`config.mk`:
```
export PLATFORM = sky130hd
export DESIGN_NAME = lspcBusDecode
export DESIGN_NICKNAME = d
export VERILOG_FILES = /design/src/hw/lspcPkg.sv /design/src/hw/lspcBusDecode.sv
export SDC_FILE = /design/constraint.sdc
export NUM_CORES = 1
export LEC_CHECK = 0
export BUFFER_PORTS_ARGS = -buffer_cell sky130_fd_sc_hd__clkbuf_2
export CORE_MARGIN = 3
export CORE_UTILIZATION = 41
export CTS_BUF_LIST = sky130_fd_sc_hd__clkbuf_8
export DETAILED_ROUTE_END_ITERATION = 12
export PLACE_DENSITY = 0.87
export SKIP_CTS_REPAIR_TIMING = 1
export SYNTH_ARGS = -nofsm -noshare
export SYNTH_HDL_FRONTEND = slang
export SYNTH_SLANG_ARGS = --single-unit
```
`constraint.sdc`:
```
create_clock -name CLK -period 3.04 [get_ports CLK]
set_clock_uncertainty 0.1 [all_clocks]
set_input_delay 0.608 -clock CLK [delete_from_list [all_inputs] [get_ports CLK]]
set_output_delay 0.608 -clock CLK [all_outputs]
set_load 0.03 [all_outputs]
```
`src/hw/lspcPkg.sv`:
```
/*
 * LSPC VRAM access definitions
 * Word and address widths, VRAM zone geometry, the CPU register
 * select encoding and the command set passed down the VRAM pipeline
 */

`default_nettype none

package lspcPkg;

	// ====================
	// Widths
	// ====================
	localparam int WordBits = 16;
	localparam int RegSelBits = 2;

	// Slow zone indexed by address bits 9..0, fast zone by 10..0
	localparam int LowZoneBits = 10;
	localparam int HighZoneBits = 11;
	localparam int LowZoneWords = 1 << LowZoneBits;
	localparam int HighZoneWords = 1 << HighZoneBits;

	// Address bit 15 picks the fast zone
	localparam int ZoneSelBit = 15;

	typedef logic [WordBits-1:0] vramWordT;
	typedef logic [WordBits-1:0] vramAddrT;

	// ====================
	// Encodings
	// ====================
	// Same order as the CPU register select lines
	typedef enum logic [RegSelBits-1:0] {
		RegVramAddr = 2'd0,
		RegVramRw   = 2'd1,
		RegVramMod  = 2'd2,
		RegNone     = 2'd3
	} regSelE;

	// Operations carried from decode to memory
	typedef enum logic [2:0] {
		CmdIdle,
		CmdLoadAddr,
		CmdLoadMod,
		CmdWriteData,
		CmdReadData,
		CmdReadAddr,
		CmdReadMod,
		CmdNop
	} cmdE;

endpackage

`default_nettype wire

```
`src/hw/lspcBusDecode.sv`:
```
/*
 * LSPC bus decode stage
 * Wishbone classic slave front end. Turns each bus cycle into a
 * single pipeline command, then holds the cycle open until the
 * memory stage reports completion and returns the acknowledge.
 */

`timescale 1ns/10ps
`default_nettype none

module lspcBusDecode import lspcPkg::*; (
	input  wire logic     CLK,
	input  wire logic     nRESETP,
	input  wire logic     wbCyc,
	input  wire logic     wbStb,
	input  wire logic     wbWe,
	input  wire regSelE   wbAdr,
	input  wire vramWordT wbDatW,
	input  wire logic     done,
	input  wire vramWordT rdWord,
	output logic          wbAck,
	output vramWordT      wbDatR,
	output logic          cmdValid,
	output cmdE           cmd,
	output vramWordT      cmdData
);

	// Cycle in progress from sampling edge until strobe release
	logic busy;
	// Completion returned and waiting for strobe low
	logic ackSeen;
	logic accept;
	cmdE reqCmd;

	assign accept = !busy && wbCyc && wbStb;

	// ====================
	// Command decode
	// ====================
	always_comb begin
		case (wbAdr)
			RegVramAddr: reqCmd = wbWe ? CmdLoadAddr : CmdReadAddr;
			RegVramRw: reqCmd = wbWe ? CmdWriteData : CmdReadData;
			RegVramMod: reqCmd = wbWe ? CmdLoadMod : CmdReadMod;
			// Empty select reads as zero
			RegNone: reqCmd = CmdNop;
			default: reqCmd = CmdNop;
		endcase
	end

	// ====================
	// Cycle tracking
	// ====================
	always_ff @(posedge CLK or negedge nRESETP) begin
		if (!nRESETP) begin
			busy <= 1'b0;
			ackSeen <= 1'b0;
			cmdValid <= 1'b0;
			cmd <= CmdIdle;
		end else begin
			// One-cycle command pulse
			cmdValid <= accept;
			if (accept) begin
				busy <= 1'b1;
				cmd <= reqCmd;
			end
			if (done)
				ackSeen <= 1'b1;
			// Master has dropped the strobe after the ack
			if (ackSeen && !wbStb) begin
				busy <= 1'b0;
				ackSeen <= 1'b0;
			end
		end
	end

	// Write data rides along with the command
	always_ff @(posedge CLK) begin
		if (accept)
			cmdData <= wbDatW;
	end

	// Ack straight from the memory stage
	assign wbAck = done;
	// Read bus idles at zero
	assign wbDatR = done ? rdWord : '0;

endmodule

`default_nettype wire

```
======== After elaboration in Yosys (flattened, before gate mapping) ========
Index checks and enable logic that the tools add are counted.
operators by class
  eq/ne operators ......................... 3
  mux-type cells .......................... 9
  reductions and logical operators ........ 8
operator list
  operator                                        count
  2-to-1 mux 16 bit                               1
  case mux 3 bit (4 select lines)                 1
  2-to-1 mux 3 bit                                3
  == test 2 bit (second input constant)           2
  2-to-1 mux 1 bit                                4
  nonzero test 2 bit                              2
  logical AND 1 bit                               3
  == test 2 x 1 -> 1 bit (second input constant)  1
  zero test 1 bit                                 2
  zero test 2 bit                                 1
storage, ports and cells
  word-level logic and storage cells ...... 25
  register bits ........................... 22
  output and inout bits ................... 37

======== Logic depth before layout (Yosys ltp) ========
  depth in word-level cells ............... 5
  mapped depth ............................ 3
  gate-level depth less buffers ........... 3

======== Worst setup path after synthesis ========
No wires, ideal clock.
  kind .................................... input to output
  start ................................... input port done
  end ..................................... output port wbDatR[10]
  arrival ................................. 1037 ps
  stages .................................. 2
  path buffers ............................ 1
  slack ................................... 1295 ps
  cell sequence ........................... clkbuf_2 -> and2_1
between the ends
  longest elaborated chain between the ends .. 1
RTL lines
  what                RTL line             source
  start: declaration  lspcBusDecode.sv:19  input wire logic done,
  2-to-1 mux 16 bit   lspcBusDecode.sv:86  assign wbDatR = done ? rdWord : '0;
  end: declaration    lspcBusDecode.sv:22  output vramWordT wbDatR,
No other way between the ends.

======== Worst setup path after layout ========
Same ends and word-level chain as after synthesis.

==> reports/results.ini <==
[job]
timing.max_cap.violations = 0

[cts]
cts_tree = done
root_buffer = clkbuf_8
clkSlewWorstSetupHoldPaths_ns = 0.08
cts-buffers-inserted = 3
cts.path.max_buffers = 2
h_tree_depth = 1
tritoncts_num_sinks = 22
clock_latency_ns = 0.25

[timing]
final_critical_path_setup_slack_ns = 1.11
final_max_slew_viol_count = 0
final.period_utilization_pct = 63.6
final.hold.worst_slack_ns = 0.0640
grt_setup_unrepaired = no
max_freq_mhz = 517
tightestPinTransition_ns = 0.613
final.setup.tns_ns = 0
slew_headroom_pct = 59.1
final_hold_viol_count = 0
setup_viol = 0
layout_min_cycle_time_ns = 1.93

[yosys]
yosys_warnings = 0
most_area_consuming_cells_after_synthesis = edfxtp_1, dfrtp_1, and2_1
synthDominantAreaCellType = edfxtp_1
synth_enable_flop_cells = 16
synth_top_flop_cell = edfxtp_1
postSynthCellCount = 56
sequential_element_share_of_the_synthesized_area_pct = 73.9
postSynthRegisterBits = 22
post_synth_num_cell_types = 15
post_synth_instance_area_um2 = 853
syn_nets = 96
list_of_most_frequent_post_synthesis_cells = and2_1, edfxtp_1, dfrtp_1
postSynth.asyncResetShare_pct = 27.3
avgSynthCellArea_um2 = 15.2
post-synth-top-area-fraction_pct = 56.3

[place]
place_ws_ns = 1.10
port_buffers = 76
dpl-instance-area_um2 = 1250
gp_routability_congestion = 0.708

[cells_and_area]
finish.net_count = 175
antenna_cells_inserted = 0
fin_area_um2 = 1320
drive_above_1_share_pct = 62.7
area_added_between_synthesis_and_finish_pct = 55.1

[critical_path]
critPathMaxFanout = 18
cp.arrival_ns = 1.23
worstSetupEndpointType = primary output
timing.critical_path.required_ns = 2.33
timing.critical_path.from_type = input pin
worst-setup-path-type = in -> out

[floorplanning]
floorplan.die.width_um = 51.6
placementRows = 15
dieHeight_um = 51.6
die_area_um2 = 2660
effective_utilization_at_floorplan_pct = 46.4
core_um2 = 1840
io_pins = 77

[detailed_routing]
via_cell_ratio = 4.33
antenna_violating_nets_post_route = 0
drc_errors = 0
total_via_count_in_the_routed_design = 688
wl_final_um = 2170
drt-wirelength-per-cell_um = 13.6
drt_iter0_drc = 7
firstDrtPassIters = 4

[power_and_ir_drop]
max-vdd-ir-drop_mv = 0.438
powerDensity_nw_per_um2 = 588
cellLeakagePower_nw = 0.689

[global_route]
grt_remaining_overflow = 0
grt_antenna_before_repair = 0
first_global_vias = 763
global_route_wire_length_before_repair_um = 3420
grt_max_degree = 19
grt_util_all_layers_pct = 17.1

[outcome]
outcome = completed

[worst_hold_path]
hold_crit_path_type = in -> async

-- metrics by stage --
| stage | util [%] | instances | total power [W] |
|---|---|---|---|
| finish | 72.0 | 159 | 0.000779 |
| global route | 72.0 | 159 | 0.000813 |
| CTS | 72.0 | 159 | 0.000787 |
| detailed placement | 68.1 | 155 | 0.000524 |
| global placement | 68.1 | 155 | 0.000517 |
| floorplan | - | 56 | 0.000459 |
-- layer usage --
layer | share of wire, % | GRT usage [%] | up-vias
met5 | 0 | 0 | -
met4 | 0 | 3.93 | 0
met3 | 7.9 | 2.87 | 0
met2 | 58 | 35.6 | 36
met1 | 34 | 17.0 | 305
li1 | - | - | 347
-- placed cells by master (no fill, tap or decap) --
cell type and count:
nand2_1 3, clkbuf_8 3, mux2_4 1, a21o_1 1, nor2_1 1, inv_1 2, clkbuf_2 76, a21oi_1 2
nand3b_4 1, o21ai_0 3, mux2_2 1, and2_1 16, edfxtp_1 16, dfrtp_1 6, bufinv_16 1, o21ai_2 1
-- final timing paths --
check,cells past startpoint,slack (ns),start,endpoint
min in group CLK,1,0.37,ackSeen,busy
hold reg to reg,1,0.37,ackSeen,busy
hold / removal,1,0.06,nRESETP,cmd[2]
setup / recovery,3,1.11,done,wbDatR[10]
setup reg to reg,2,1.50,busy,cmdData[11]
max in group asynchronous,1,2.63,nRESETP,ackSeen
-- flip-flops by register name, indices dropped and copies added, names as in the netlist --
| register | flops |
|---|---|
| busy | 1 |
| cmdValid | 1 |
| cmdData | 16 |
| cmd | 3 |
| ackSeen | 1 |
-- power by group --
part / switching [W] / leakage [nW] / internal, W
clock: 0.0000878 / 0.0357 / 0.000176
sequential: 0.0000109 / 0.220 / 0.000347
combinational: 0.000102 / 0.434 / 0.0000547
-- cell type report --
class / count / area [um^2]
clock inverter: 1 / 30.0
timing repair buffer: 76 / 380
tap: 25 / 31.3
clock buffer: 3 / 41.3
sequential: 22 / 631
multi-input combinational: 30 / 203
fill: 149 / 515
inverter: 2 / 7.51
-- worst max-delay path, cell delays in order --
cell      delay (ns)
clkbuf_2        0.22
and2_1          0.19
clkbuf_2        0.21
-- cell families (layout without fill, tap and decap cells) --
kind of cell	count (synthesis)	after routing	synth area share (%)
compound gates	7	7	4.84
buf+inv	4	82	2.35
flops	22	22	73.9
mux	2	2	3.08
simple gates	21	21	15.8
(Power assumes the default switching activity.)
