$ cat src/hw/lspcPkg.sv
/*
 * LSPC VRAM access definitions
 * Word and address widths, VRAM zone geometry, the CPU register
 * select encoding and the command set passed down the VRAM pipeline
 */

`default_nettype none

package lspcPkg;

	// ====================
	// Widths
	// ====================
	localparam int WordBits = 16;
	localparam int RegSelBits = 2;

	// Slow zone indexed by address bits 9..0, fast zone by 10..0
	localparam int LowZoneBits = 10;
	localparam int HighZoneBits = 11;
	localparam int LowZoneWords = 1 << LowZoneBits;
	localparam int HighZoneWords = 1 << HighZoneBits;

	// Address bit 15 picks the fast zone
	localparam int ZoneSelBit = 15;

	typedef logic [WordBits-1:0] vramWordT;
	typedef logic [WordBits-1:0] vramAddrT;

	// ====================
	// Encodings
	// ====================
	// Same order as the CPU register select lines
	typedef enum logic [RegSelBits-1:0] {
		RegVramAddr = 2'd0,
		RegVramRw   = 2'd1,
		RegVramMod  = 2'd2,
		RegNone     = 2'd3
	} regSelE;

	// Operations carried from decode to memory
	typedef enum logic [2:0] {
		CmdIdle,
		CmdLoadAddr,
		CmdLoadMod,
		CmdWriteData,
		CmdReadData,
		CmdReadAddr,
		CmdReadMod,
		CmdNop
	} cmdE;

endpackage

`default_nettype wire

$ cat src/hw/lspcVramAddr.sv
/*
 * LSPC VRAM address stage
 * Holds VRAMADDR and VRAMMOD, hands memory operations to the
 * bank stage and steps the address by VRAMMOD after data writes
 */

`timescale 1ns/10ps
`default_nettype none

module lspcVramAddr import lspcPkg::*; (
	input  wire logic     CLK,
	input  wire logic     nRESETP,
	input  wire logic     cmdValid,
	input  wire cmdE      cmd,
	input  wire vramWordT cmdData,
	output logic          memValid,
	output cmdE           memCmd,
	output vramAddrT      memAddr,
	output vramWordT      memData
);

	// CPU visible registers
	vramAddrT vramAddr;
	vramWordT vramMod;

	// ====================
	// Register updates
	// ====================
	always_ff @(posedge CLK or negedge nRESETP) begin
		if (!nRESETP) begin
			vramAddr <= '0;
			vramMod <= '0;
			memValid <= 1'b0;
			memCmd <= CmdIdle;
		end else begin
			memValid <= cmdValid;
			if (cmdValid) begin
				memCmd <= cmd;
				case (cmd)
					CmdLoadAddr: vramAddr <= cmdData;
					CmdLoadMod: vramMod <= cmdData;
					// Post-write step wrapping at 16 bits
					CmdWriteData: vramAddr <= vramAddr + vramMod;
					default: ;
				endcase
			end
		end
	end

	// ====================
	// Memory request payload
	// ====================
	// Address is taken before the post-write step
	always_ff @(posedge CLK) begin
		if (cmdValid) begin
			memAddr <= vramAddr;
			case (cmd)
				// Register readback goes through the data lane
				CmdReadAddr: memData <= vramAddr;
				CmdReadMod: memData <= vramMod;
				default: memData <= cmdData;
			endcase
		end
	end

endmodule

`default_nettype wire

$ cat config.mk
export PLATFORM = sky130hd
export DESIGN_NAME = lspcVramAddr
export DESIGN_NICKNAME = d
export VERILOG_FILES = /design/src/hw/lspcPkg.sv /design/src/hw/lspcVramAddr.sv
export SDC_FILE = /design/constraint.sdc
export NUM_CORES = 1
export LEC_CHECK = 0
export ABC_AREA = 1
export BUFFER_PORTS_ARGS = -buffer_cell sky130_fd_sc_hd__buf_2
export CELL_PAD_IN_SITES_DETAIL_PLACEMENT = 1
export CELL_PAD_IN_SITES_GLOBAL_PLACEMENT = 1
export CORE_MARGIN = 2
export CORE_UTILIZATION = 25
export CTS_CLUSTER_DIAMETER = 150
export DETAILED_ROUTE_END_ITERATION = 8
export GPL_ROUTABILITY_DRIVEN = 0
export PLACE_DENSITY_LB_ADDON = 0.1
export SETUP_SLACK_MARGIN = 0.3
export SLEW_MARGIN = 25
export SYNTH_ARGS = -nofsm -noshare
export SYNTH_HDL_FRONTEND = slang
export SYNTH_SLANG_ARGS = --single-unit
$ cat constraint.sdc
create_clock -name CLK -period 3.5 [get_ports CLK]
set_input_delay 0.525 -clock CLK [delete_from_list [all_inputs] [get_ports CLK]]
set_output_delay 0.525 -clock CLK [all_outputs]
set_load 0.02 [all_outputs]
==> After elaboration in Yosys (flattened, before gate mapping) <==
Cells that the tools add are included.
{ "word_totals": {"wordCells": 17, "ff_bits": 68, "input_bits": 22, "output_inout_bits": 36} }
{ "classes": {"eq_ne": 5, "n_reduce_logical": 3, "add_sub_neg": 1, "muxes": 2} }
{ "ops": {"columns": ["op", "n"], "rows": [
  ["16-bit case mux with 2 select lines", 2],
  ["16-bit adder", 1],
  ["3-bit by 2-bit == test with 1-bit output (second input constant)", 2],
  ["3-bit == test (second input constant)", 2],
  ["2-bit AND reduction", 2],
  ["3-bit by 1-bit == test with 1-bit output (second input constant)", 1],
  ["2-bit nonzero test", 1]
]} }

==> Logic depth before layout (Yosys ltp) <==
Gate-level depths: netlist (run 1).
{ "depth": {"ltp_word": 3, "depth_mapped": 12, "depth_no_buf": 12} }

==> Worst setup path after synthesis (run 1) <==
OpenSTA, ideal clock, no wires.
{ "synth_timing": {"kind": "flip-flop to flip-flop", "startpoint": "register vramAddr[0]", "endpoint": "register vramAddr[8]", "arrival_ns": 1.616, "setup_ns": 0.116, "slack_ns": 1.768, "t_required_ns": 3.384, "period_less_slack_ns": 1.732, "path_stages_with_launch": 12, "path_cell_list": "dfrtp_1 ha_1 fa_1 nand2_1 nand2_1 and2_1 nand2_1 nand2_1 xnor2_1 nand2_1 nand2_1 nand2_1"} }
{ "synth_between": {"elab_chain_len": 2} }
{ "synth_lines": {"columns": ["item", "line_no", "source"], "rows": [
  ["start: declaration", "lspcVramAddr.sv:23", "vramAddrT vramAddr;"],
  ["start signal: assignment", "lspcVramAddr.sv:40", "CmdLoadAddr: vramAddr <= cmdData;"],
  ["start signal: assignment", "lspcVramAddr.sv:43", "CmdWriteData: vramAddr <= vramAddr + vramMod;"],
  ["16-bit adder", "lspcVramAddr.sv:43", null],
  ["16-bit case mux with 2 select lines", "lspcVramAddr.sv:39", "case (cmd)"]
]} }
No other way between the ends.
A chain may end at the register's enable or synchronous reset.

==> Worst setup path after layout (run 1) <==
{ "layout_timing": {"startpoint": "input port cmd[1]", "endpoint": "register memData[10], data pin"} }
{ "layout_between": {"elab_chain_len": 2, "elab_cells_between_ends": 3} }
{ "layout_lines": {"columns": ["item", "line_no", "source"], "rows": [
  ["start: declaration", "lspcVramAddr.sv:14", "input wire cmdE cmd,"],
  ["3-bit == test", "lspcVramAddr.sv:57", "case (cmd)"],
  ["16-bit case mux with 2 select lines *", "lspcVramAddr.sv:57", null],
  ["end signal: assignment", "lspcVramAddr.sv:59", "CmdReadAddr: memData <= vramAddr;"],
  ["end signal: assignment", "lspcVramAddr.sv:60", "CmdReadMod: memData <= vramMod;"],
  ["end signal: assignment", "lspcVramAddr.sv:61", "default: memData <= cmdData;"],
  ["end: declaration", "lspcVramAddr.sv:19", "output vramWordT memData"]
]} }
Every way passes the cells marked *; elsewhere a longest branch is shown, timed or not.

==> flow_metrics.py, run 1 <==
metrics = {
    "run_status": {
        "status": "finished clean",
    },
    "sta": {
        "period_needed_ps": 2190,
        "drv_slew": 0,
        "clock_skew_ps": 10.8,
        "finalSetupViolations": 0,
        "slew_headroom_pct": 38.4,
        "rsz0062_at_grt": "no",
        "tightest_slew_ps": 925,
        "hold_viol_final": 0,
        "fin_setup_tns_ps": 0,
        "fmax_mhz": 456,
        "hold_slack_ps": 325,
        "fin_crit_sh_pct": 62.7,
    },
    "floorplanning": {
        "die-area_um2": 15800,
        "die_height_um": 126,
        "pin_count": 58,
        "dieWidth_um": 126,
        "rows": 44,
        "coreArea_um2": 14500,
        "start_util_pct": 25.5,
    },
    "final_layout": {
        "final_nets": 534,
        "syn_to_final_growth_pct": 20.5,
        "fin_area_um2": 4470,
        "diodes": 0,
        "num-fill-cells": 1748,
        "drive_gt1_share_pct": 16.6,
    },
    "synth": {
        "ys_top_cells_by_area": "edfxtp_1 26%, dfrtp_1 24%, nand2_1 12%",
        "synthDistinctLibCells": 26,
        "synth_xor_area_share_pct": 0.944,
        "syn_area_um2": 3710,
        "synth_compound_area_share_pct": 11.0,
        "yosysMostFrequentCell": "nand2_1",
        "synth_edf_count": 32,
        "synth-simple-area-share_pct": 22.2,
        "synth_common_cells": "123 x nand2_1, 74 x inv_1, 36 x dfrtp_1",
        "synth_top_family_by_area": "simple AND/OR/NAND/NOR gates",
        "postSynthAreaPerCell_um2": 8.46,
        "netlist.area_leader.share_pct": 25.9,
        "ys_warn_count": 0,
        "synth_ff_type": "dfrtp_1",
        "synth_seq_cells": 68,
        "syn_nets": 477,
        "syn_inst": 439,
        "yosysTopAreaCell": "edfxtp_1",
        "muxShareOfSynthArea_pct": 0,
        "ys_seq_area_share_pct": 50.2,
        "async_flop_share_pct": 52.9,
        "synth_fa_ha_area_share_pct": 5.59,
    },
    "placement": {
        "hpwl_um": 8600,
        "port_buffers": 57,
        "placed_area_um2": 4180,
    },
    "global_route": {
        "antenna_found_initial": 0,
        "grt_pass1_wl_um": 18400,
        "grtUsageTotal_pct": 15.2,
        "gr-total-overflow": 0,
        "grt_max_degree": 37,
        "grt_pass1_vias": 3239,
    },
    "clock_tree": {
        "cts_tree": "built",
        "clk_pin_slew_worst_paths_ps": 60,
        "cts-htree-levels": 3,
        "cts_resized": 0,
        "cts-buffers-inserted": 9,
        "cts_root_buf": "clkbuf_16",
        "cts.sinks": 68,
        "postCtsSetupBuffers": 0,
        "clockBufferDepth": 2,
        "clk_latency_ps": 340,
        "hold_buffers": 0,
    },
    "worst_setup_path": {
        "critPathTopFamily": "simple AND/OR/NAND/NOR gates",
        "cp_slowest_cell": "nand2_1",
        "path_class": "primary input to flop",
        "worst_ep_arrival_time_ps": 2240,
        "cp_num_buf_inv": 2,
        "cp_num_cells": 5,
        "critPathMaxStageDelay_ps": 630,
        "start_kind": "primary input",
        "crit_chain": "buf_2 -> inv_2 -> nand3_1 -> nand2_1 -> o221ai_1",
        "regToRegStartpoint": "vramMod[0]$_DFFE_PN0P_",
        "cp.required_ps": 3550,
        "crit_end": "memData[10]$_DFFE_PP_",
        "crit_fanout": 20,
        "rrSetupSlack_ps": 1400,
        "crit_start": "cmd[1]",
        "endpoint_kind": "flop",
        "r2r_end": "vramAddr[12]$_DFFE_PN0P_",
        "reg2regPathDepth": 11,
    },
    "detailed_routing": {
        "wl_um": 11700,
        "vias": 3180,
        "drc": 0,
        "ant_nets": 0,
        "drtPass1Iterations": 4,
        "via_per_inst": 4.64,
        "wl_per_cell_um": 17.1,
        "drtIter0Drc": 173,
    },
    "pwr": {
        "seqPwrFrac_pct": 39.1,
        "p_sw_share_pct": 34.6,
        "ir_drop_mv": 0.238,
        "power_leakage_uw": 0.00218,
        "power_frac_comb_pct": 27.6,
        "clkPwrFrac_pct": 33.3,
        "p_int_uw": 1780,
        "switching_power_uw": 940,
        "powerDensity_nw_per_um2": 607,
    },
    "min_path": {
        "hold_class": "primary input to asynchronous set/reset pin",
    },
    "flow_run": {
        "drv_cap": 0,
    },
}
## registers in the layout (all words and copies together) (netlist names)
signal    flops
memCmd        3
memData      16
memAddr      16
vramMod      16
memValid      1
vramAddr     16
## power groups by stage
stage | logic (µW) | registers (µW) | clock network [µW]
4_1_cts | 764 | 1060 | 918
3_5_place_dp | 759 | 1080 | 0
2_1_floorplan | 474 | 1100 | 0
3_3_place_gp | 746 | 1080 | 0
6_report | 750 | 1060 | 904
5_1_grt | 864 | 1080 | 955
## worst min path at each step
stage / end / slack [ps] / depth (start not counted) / from
2_1_floorplan: memCmd[0]$_DFFE_PN0P_ / 230 / 0 / nRESETP
3_3_place_gp: memAddr[0]$_DFFE_PP_ / 480 / 0 / vramAddr[0]$_DFFE_PN0P_
5_1_grt: vramAddr[7]$_DFFE_PN0P_ / 400 / 1 / nRESETP
3_5_place_dp: memCmd[1]$_DFFE_PN0P_ / 470 / 2 / memCmd[1]$_DFFE_PN0P_
4_1_cts: vramAddr[5]$_DFFE_PN0P_ / 360 / 1 / nRESETP
6_report: vramAddr[7]$_DFFE_PN0P_ / 330 / 1 / nRESETP
## worst reg2reg max path, delay by kind of cell, from the launching register on
kind | cells | cell delay, ps
adder cells (fa/ha/maj) | 2 | 640
AND/OR/NAND/NOR | 9 | 940
flip-flops | 1 | 410
## cells by family (layout without fill, tap and decap cells)
kind of cell,after synthesis,after routing
adders and majority gates,16,16
xor gates and xnor gates,4,4
buffers and inverters,92,154
and+or+nand+nor,191,191
DFF,68,68
AOI/OAI and AO/OA,68,68
## metal layers
metal / global-route usage (%) / share of wire, %
met1: 21.5 / 50
met2: 23.0 / 45
met3: 2.93 / 4.0
met4: 5.56 / 1.6
met5: 0 / 0
## layout by cell type (no fill, tap or decap), types with 16 or more instances in the layout
master	synthesis	routed
nand2_1	123	123
inv_1	74	74
buf_2	4	57
dfrtp_1	36	36
edfxtp_1	32	32
nand3_1	25	25
o21ai_0	24	24
a21oi_1	22	22
nand4_1	17	17
o221ai_1	16	16
## through the flow
stage	setup slack [ps]	power, µW	cells	utilization (%)
floorplan	1770	1570	439	-
global placement	1040	1830	669	28.7
detailed placement	925	1840	669	28.7
CTS	1290	2750	685	30.8
global route	1130	2900	685	30.8
finish	1310	2720	685	30.8
## layout make-up
type	count	area [µm²]	area share, %
sequential	68	1860	41.6
multi-input combinational	279	1480	33.0
timing repair buffer	62	323	7.22
inverter	76	285	6.38
tap	184	230	5.15
clock buffer	10	229	5.12
clock inverter	6	65.1	1.45
(Power assumes the default switching activity.)
==> run 2, diff against run 1 <==
--- a/config.mk
+++ b/config.mk
@@ -5,7 +5,7 @@
 export SDC_FILE = /design/constraint.sdc
 export NUM_CORES = 1
 export LEC_CHECK = 0
-export ABC_AREA = 1
+export ABC_AREA = 0
 export BUFFER_PORTS_ARGS = -buffer_cell sky130_fd_sc_hd__buf_2
 export CELL_PAD_IN_SITES_DETAIL_PLACEMENT = 1
 export CELL_PAD_IN_SITES_GLOBAL_PLACEMENT = 1
==> constraint.sdc (replaced) <==
create_clock -name CLK -period 2.2 [get_ports CLK]
set_input_delay 0.33 -clock CLK [delete_from_list [all_inputs] [get_ports CLK]]
set_output_delay 0.33 -clock CLK [all_outputs]
set_load 0.02 [all_outputs]
==> run 2 against run 1 <==
Compared with the run above: sequential share of layout area decreased by 1.7 points; via count decreased by 13%; synthesized cell count decreased by 28%.
==> flow_metrics.py, run 2 <==
metrics = {
    "clock_tree": {
        "clockBufferDepth": 2,
        "cts.sinks": 68,
        "cts_tree": "built",
        "clk_pin_slew_worst_paths_ps": 60,
        "cts-buffers-inserted": 9,
        "cts-htree-levels": 3,
        "clk_latency_ps": 350,
        "cts_root_buf": "clkbuf_16",
    },
    "floorplanning": {
        "die-area_um2": 15000,
        "dieWidth_um": 123,
        "coreArea_um2": 13800,
        "start_util_pct": 25.5,
        "pin_count": 58,
        "rows": 43,
        "die_height_um": 123,
    },
    "synth": {
        "synth_xor_area_share_pct": 2.74,
        "syn_inst": 315,
        "syn_area_um2": 3520,
        "yosysMostFrequentCell": "a21oi_1",
        "synth_edf_count": 32,
        "synth_common_cells": "46 x a21oi_1, 36 x dfrtp_1, 32 x edfxtp_1",
        "muxShareOfSynthArea_pct": 7.18,
        "ys_seq_area_share_pct": 52.9,
        "ys_top_cells_by_area": "edfxtp_1 27%, dfrtp_1 26%, a21oi_1 6.5%",
        "synth_top_family_by_area": "compound AO/OA/AOI/OAI gates",
        "yosysTopAreaCell": "edfxtp_1",
        "ys_warn_count": 0,
        "postSynthAreaPerCell_um2": 11.2,
        "synth_seq_cells": 68,
        "synthDistinctLibCells": 44,
        "synth_ff_type": "dfrtp_1",
        "syn_nets": 353,
        "synth_compound_area_share_pct": 18.5,
        "synth_fa_ha_area_share_pct": 5.90,
        "netlist.area_leader.share_pct": 27.3,
        "async_flop_share_pct": 52.9,
        "synth-simple-area-share_pct": 9.91,
    },
    "pwr": {
        "ir_drop_mv": 0.334,
        "power_leakage_uw": 0.00186,
        "powerDensity_nw_per_um2": 1110,
    },
    "worst_setup_path": {
        "critPathMaxStageDelay_ps": 390,
        "worst_ep_arrival_time_ps": 2270,
        "path_class": "flop to flop",
        "cp_slowest_cell": "dfrtp_1",
        "cp.required_ps": 2430,
        "endpoint_kind": "flop",
        "crit_chain": "ha_2 -> fa_2 -> a21oi_2 -> o211ai_1 -> and3_4 -> a211oi_2 -> xor2_1 -> a21oi_1",
        "crit_fanout": 3,
        "start_kind": "flop",
    },
    "final_layout": {
        "final_common_cell": "buf_2",
        "most-common-layout-cells": "57 x buf_2, 40 x a21oi_1, 32 x edfxtp_1, 32 x dfrtp_1, 30 x nor2_1",
        "regArea_um2": 1870,
        "drive_gt1_share_pct": 39.7,
        "multiInputGateArea_um2": 1760,
        "diodes": 0,
        "final_nets": 431,
        "syn_to_final_growth_pct": 32.8,
        "num-fill-cells": 1543,
        "utilization_pct": 33.8,
    },
    "global_route": {
        "grt_pass1_vias": 2898,
        "grt_pass1_wl_um": 16600,
        "antenna_found_initial": 0,
        "gr-total-overflow": 0,
        "grt_max_degree": 37,
        "grtUsageTotal_pct": 15.1,
    },
    "sta": {
        "clock_skew_ps": 6.66,
        "fmax_mhz": 490,
        "fin_setup_tns_ps": 0,
        "fin_crit_sh_pct": 92.8,
        "tightest_slew_ps": 497,
        "hold_viol_final": 0,
        "setup_slack_ps": 159,
        "finalSetupViolations": 0,
        "drv_slew": 0,
        "hold_slack_ps": 250,
        "rsz0062_at_grt": "yes",
        "period_needed_ps": 2040,
        "slew_headroom_pct": 66.9,
    },
    "placement": {
        "dp_slack_ps": 33.6,
        "port_buffers": 57,
        "hpwl_um": 7400,
    },
    "min_path": {
        "hold_class": "primary input to flop",
    },
    "detailed_routing": {
        "wl_um": 10500,
        "drc": 0,
        "wl_per_cell_um": 18.2,
        "drtPass1Iterations": 4,
        "vias": 2775,
        "ant_nets": 0,
        "via_per_inst": 4.80,
        "drtIter0Drc": 112,
    },
    "flow_run": {
        "drv_cap": 0,
    },
    "run_status": {
        "status": "finished clean",
    },
}
==> run 2: worst paths after layout <==
path / start / endpoint / slack (ps) / depth (start not counted)
worst max-delay path: vramAddr[0]$_DFFE_PN0P_ / vramAddr[14]$_DFFE_PN0P_ / 160 / 8
worst min-delay path: cmdData[11] / vramMod[11]$_DFFE_PN0P_ / 250 / 2
worst max register to register: vramAddr[0]$_DFFE_PN0P_ / vramAddr[14]$_DFFE_PN0P_ / 160 / 8
worst min register to register: memCmd[1]$_DFFE_PN0P_ / memCmd[1]$_DFFE_PN0P_ / 500 / 1
max in group asynchronous: nRESETP / vramAddr[1]$_DFFE_PN0P_ / 1500 / 3
min in group asynchronous: nRESETP / vramMod[11]$_DFFE_PN0P_ / 480 / 3
==> run 2: routing by layer <==
metal	GRT usage [%]	routed length, µm	vias up
li1	-	-	1326
met1	20.0	4940	1390
met2	23.9	5010	47
met3	2.74	373	12
met4	7.11	216	0
met5	0	0	-
==> run 2: cell type report <==
cell class | count | area share (%)
Sequential cell | 68 | 39.9
Multi-Input combinational cell | 225 | 37.7
Timing Repair Buffer | 83 | 10.6
Clock buffer | 11 | 5.40
Tap cell | 180 | 4.82
Clock inverter | 5 | 1.07
Inverter | 6 | 0.482
==> run 2: repair_timing <==
action	in CTS	in global routing
hold buffers	1	0
gates resized for setup	22	15
setup buffers	3	1
setup endpoints to repair	10	10
hold endpoints to repair	36	0
pin swaps	10	11
==> run 2: critical path, delay by kind of cell, from the launching register on <==
kind	cells	cell delay (ps)
compound gates	4	590
fa+ha+maj	2	580
flops	1	390
simple gates	1	210
xor+xnor	1	160
==> run 2: cells by family after synthesis <==
group	after synthesis
AND/OR/NAND/NOR	70
XOR/XNOR	11
multiplexers	23
adder cells (fa/ha/maj)	16
AO/OA/AOI/OAI	105
flip-flops	68
buffers and inverters	22
==> run 2: metrics by stage <==
stage | area (µm²) | power, µW | instances
final | 4680 | 5200 | 578
after global routing | 4680 | 5530 | 578
after CTS | 4590 | 5110 | 577
after detailed placement | 4130 | 3410 | 557
after global placement | 4130 | 3410 | 557
after floorplan | 3530 | 2920 | 315
==> run 2: where the power goes <==
group          leakage (µW)  internal (µW)  switching [µW]  total [µW]
registers          0.000727           1590             213        1800
logic              0.000978            884            1030        1910
clock network      0.000155            930             558        1490
==> run 3, diff against run 2 <==
--- a/config.mk
+++ b/config.mk
@@ -5,7 +5,7 @@
 export SDC_FILE = /design/constraint.sdc
 export NUM_CORES = 1
 export LEC_CHECK = 0
-export ABC_AREA = 0
+export ABC_AREA = 1
 export BUFFER_PORTS_ARGS = -buffer_cell sky130_fd_sc_hd__buf_2
 export CELL_PAD_IN_SITES_DETAIL_PLACEMENT = 1
 export CELL_PAD_IN_SITES_GLOBAL_PLACEMENT = 1
@@ -16,7 +16,6 @@
 export GPL_ROUTABILITY_DRIVEN = 0
 export PLACE_DENSITY_LB_ADDON = 0.1
 export SETUP_SLACK_MARGIN = 0.3
-export SLEW_MARGIN = 25
 export SYNTH_ARGS = -nofsm -noshare
 export SYNTH_HDL_FRONTEND = slang
 export SYNTH_SLANG_ARGS = --single-unit
==> run 3 against run 2 <==
Compared with the run above: hold slack improved by 31 ps; routed wire length rose by 14%; core utilization is 1.6 points lower; via count grew 17%; clock skew about the same; power down 13%; fmax is 15% higher; largest cell class unchanged; final cell count up 21%.
==> flow_metrics.py, run 3 (synthesis results as in run 1) <==
metrics = {
    "run_status": {
        "status": "finished clean",
    },
    "worst_setup_path": {
        "cp.required_ps": 2420,
        "path_class": "flop to flop",
        "endpoint_kind": "flop",
        "start_kind": "flop",
        "rrSetupSlack_ps": 420,
        "regToRegStartpoint": "vramMod[0]$_DFFE_PN0P_",
        "crit_start": "vramMod[0]$_DFFE_PN0P_",
        "crit_fanout": 3,
        "worst_ep_arrival_time_ps": 2000,
    },
    "clock_tree": {
        "cts_root_buf": "clkbuf_16",
        "cts-htree-levels": 3,
        "clk_pin_slew_worst_paths_ps": 60,
        "clk_latency_ps": 330,
        "cts.sinks": 68,
        "cts-buffers-inserted": 9,
        "clockBufferDepth": 2,
        "cts_tree": "built",
    },
    "min_path": {
        "holdCritStartpoint": "cmdData[5]",
        "hold_class": "primary input to flop",
    },
    "sta": {
        "rsz0062_at_grt": "yes",
        "fmax_mhz": 563,
        "fin_setup_tns_ps": 0,
        "finalSetupViolations": 0,
        "slew_headroom_pct": 49.5,
        "hold_viol_final": 0,
        "drv_slew": 0,
        "fin_crit_sh_pct": 80.8,
        "tightest_slew_ps": 757,
        "period_needed_ps": 1780,
        "clock_skew_ps": 7.04,
    },
    "final_layout": {
        "num-fill-cells": 1745,
        "final_common_cell": "nand2_1",
        "most-common-layout-cells": "112 x nand2_1, 74 x inv_1, 57 x buf_2",
        "final_nets": 546,
        "utilization_pct": 32.2,
        "syn_to_final_growth_pct": 26.1,
        "drive_gt1_share_pct": 22.4,
        "diodes": 0,
    },
    "global_route": {
        "grt_pass1_wl_um": 19100,
        "grt_max_degree": 35,
        "gr-total-overflow": 0,
        "antenna_found_initial": 0,
        "grt_pass1_vias": 3391,
        "grtUsageTotal_pct": 15.6,
    },
    "flow_run": {
        "drv_cap": 0,
    },
    "placement": {
        "port_buffers": 57,
        "hpwl_um": 8720,
    },
    "floorplanning": {
        "rows": 44,
        "start_util_pct": 25.5,
        "coreArea_um2": 14500,
        "die_height_um": 126,
        "die-area_um2": 15800,
        "dieWidth_um": 126,
        "pin_count": 58,
    },
    "pwr": {
        "ir_drop_mv": 0.345,
        "powerDensity_nw_per_um2": 970,
        "power_leakage_uw": 0.00224,
    },
    "detailed_routing": {
        "drc": 0,
        "via_per_inst": 4.68,
        "drtPass1Iterations": 6,
        "wl_per_cell_um": 17.2,
        "wl_um": 12000,
        "drtIter0Drc": 196,
        "vias": 3260,
        "ant_nets": 0,
    },
}
[run 3: what timing repair did]
action / in CTS / in global routing
pin swaps: 0 / 4
setup endpoints to repair: 5 / 11
setup buffers: 0 / 3
hold endpoints to repair: 11 / 0
hold buffers: 1 / 0
gates resized for setup: 2 / 22
[run 3: through the flow]
| stage | hold slack [ps] | instances | power [µW] | area [µm²] | setup WS [ps] |
|---|---|---|---|---|---|
| finish | 281 | 697 | 4540 | 4680 | 423 |
| global route | 284 | 697 | 4840 | 4680 | 273 |
| CTS | 280 | 694 | 4520 | 4580 | 315 |
| global placement | 251 | 677 | 2910 | 4250 | 314 |
| floorplan | 34.4 | 439 | 2500 | 3710 | 468 |
| detailed placement | 255 | 677 | 2920 | 4250 | 281 |
[run 3: power breakdown]
part / leakage, µW / total, µW / internal [µW] / switching [µW]
Combinational: 0.00133 / 1290 / 478 / 814
Sequential: 0.000758 / 1680 / 1540 / 145
Clock: 0.000153 / 1570 / 1020 / 544
[run 3: cell type report]
type	instances	area, µm²	area share, %
clock buffers	12	246	5.27
clock inverters	4	72.6	1.55
inverters	76	285	6.10
multi-input cells	279	1560	33.2
flip-flops and latches	68	1860	39.8
well taps	184	230	4.92
repair buffers	74	428	9.14
[run 3: worst max-delay path: stages (launching register included)]
cell	delay, ps
dfrtp_1	390
ha_2	200
fa_2	360
nand2_2	80
nand2_2	60
nand3b_1	120
nand2_2	90
nand2_2	70
nand2_1	50
nand2_1	60
nand3_1	70
nand2_1	60
nand2_1	50
[run 3: worst paths after layout]
path | end | cells past startpoint
worst min register to register | memCmd[1]$_DFFE_PN0P_ | 2
min in group asynchronous | memCmd[2]$_DFFE_PN0P_ | 2
worst max register to register | vramAddr[14]$_DFFE_PN0P_ | 12
worst max-delay path | vramAddr[14]$_DFFE_PN0P_ | 12
max in group asynchronous | vramMod[5]$_DFFE_PN0P_ | 3
worst min-delay path | vramAddr[5]$_DFFE_PN0P_ | 3
[run 3: layer usage]
metal	wire [µm]	global-route usage (%)	share of wire, %	up-vias
met3	262	2.29	2.2	7
li1	-	-	-	1598
met2	5340	24.2	45	46
met4	131	4.85	1.1	0
met1	6230	22.5	52	1609
met5	0	0	0	-
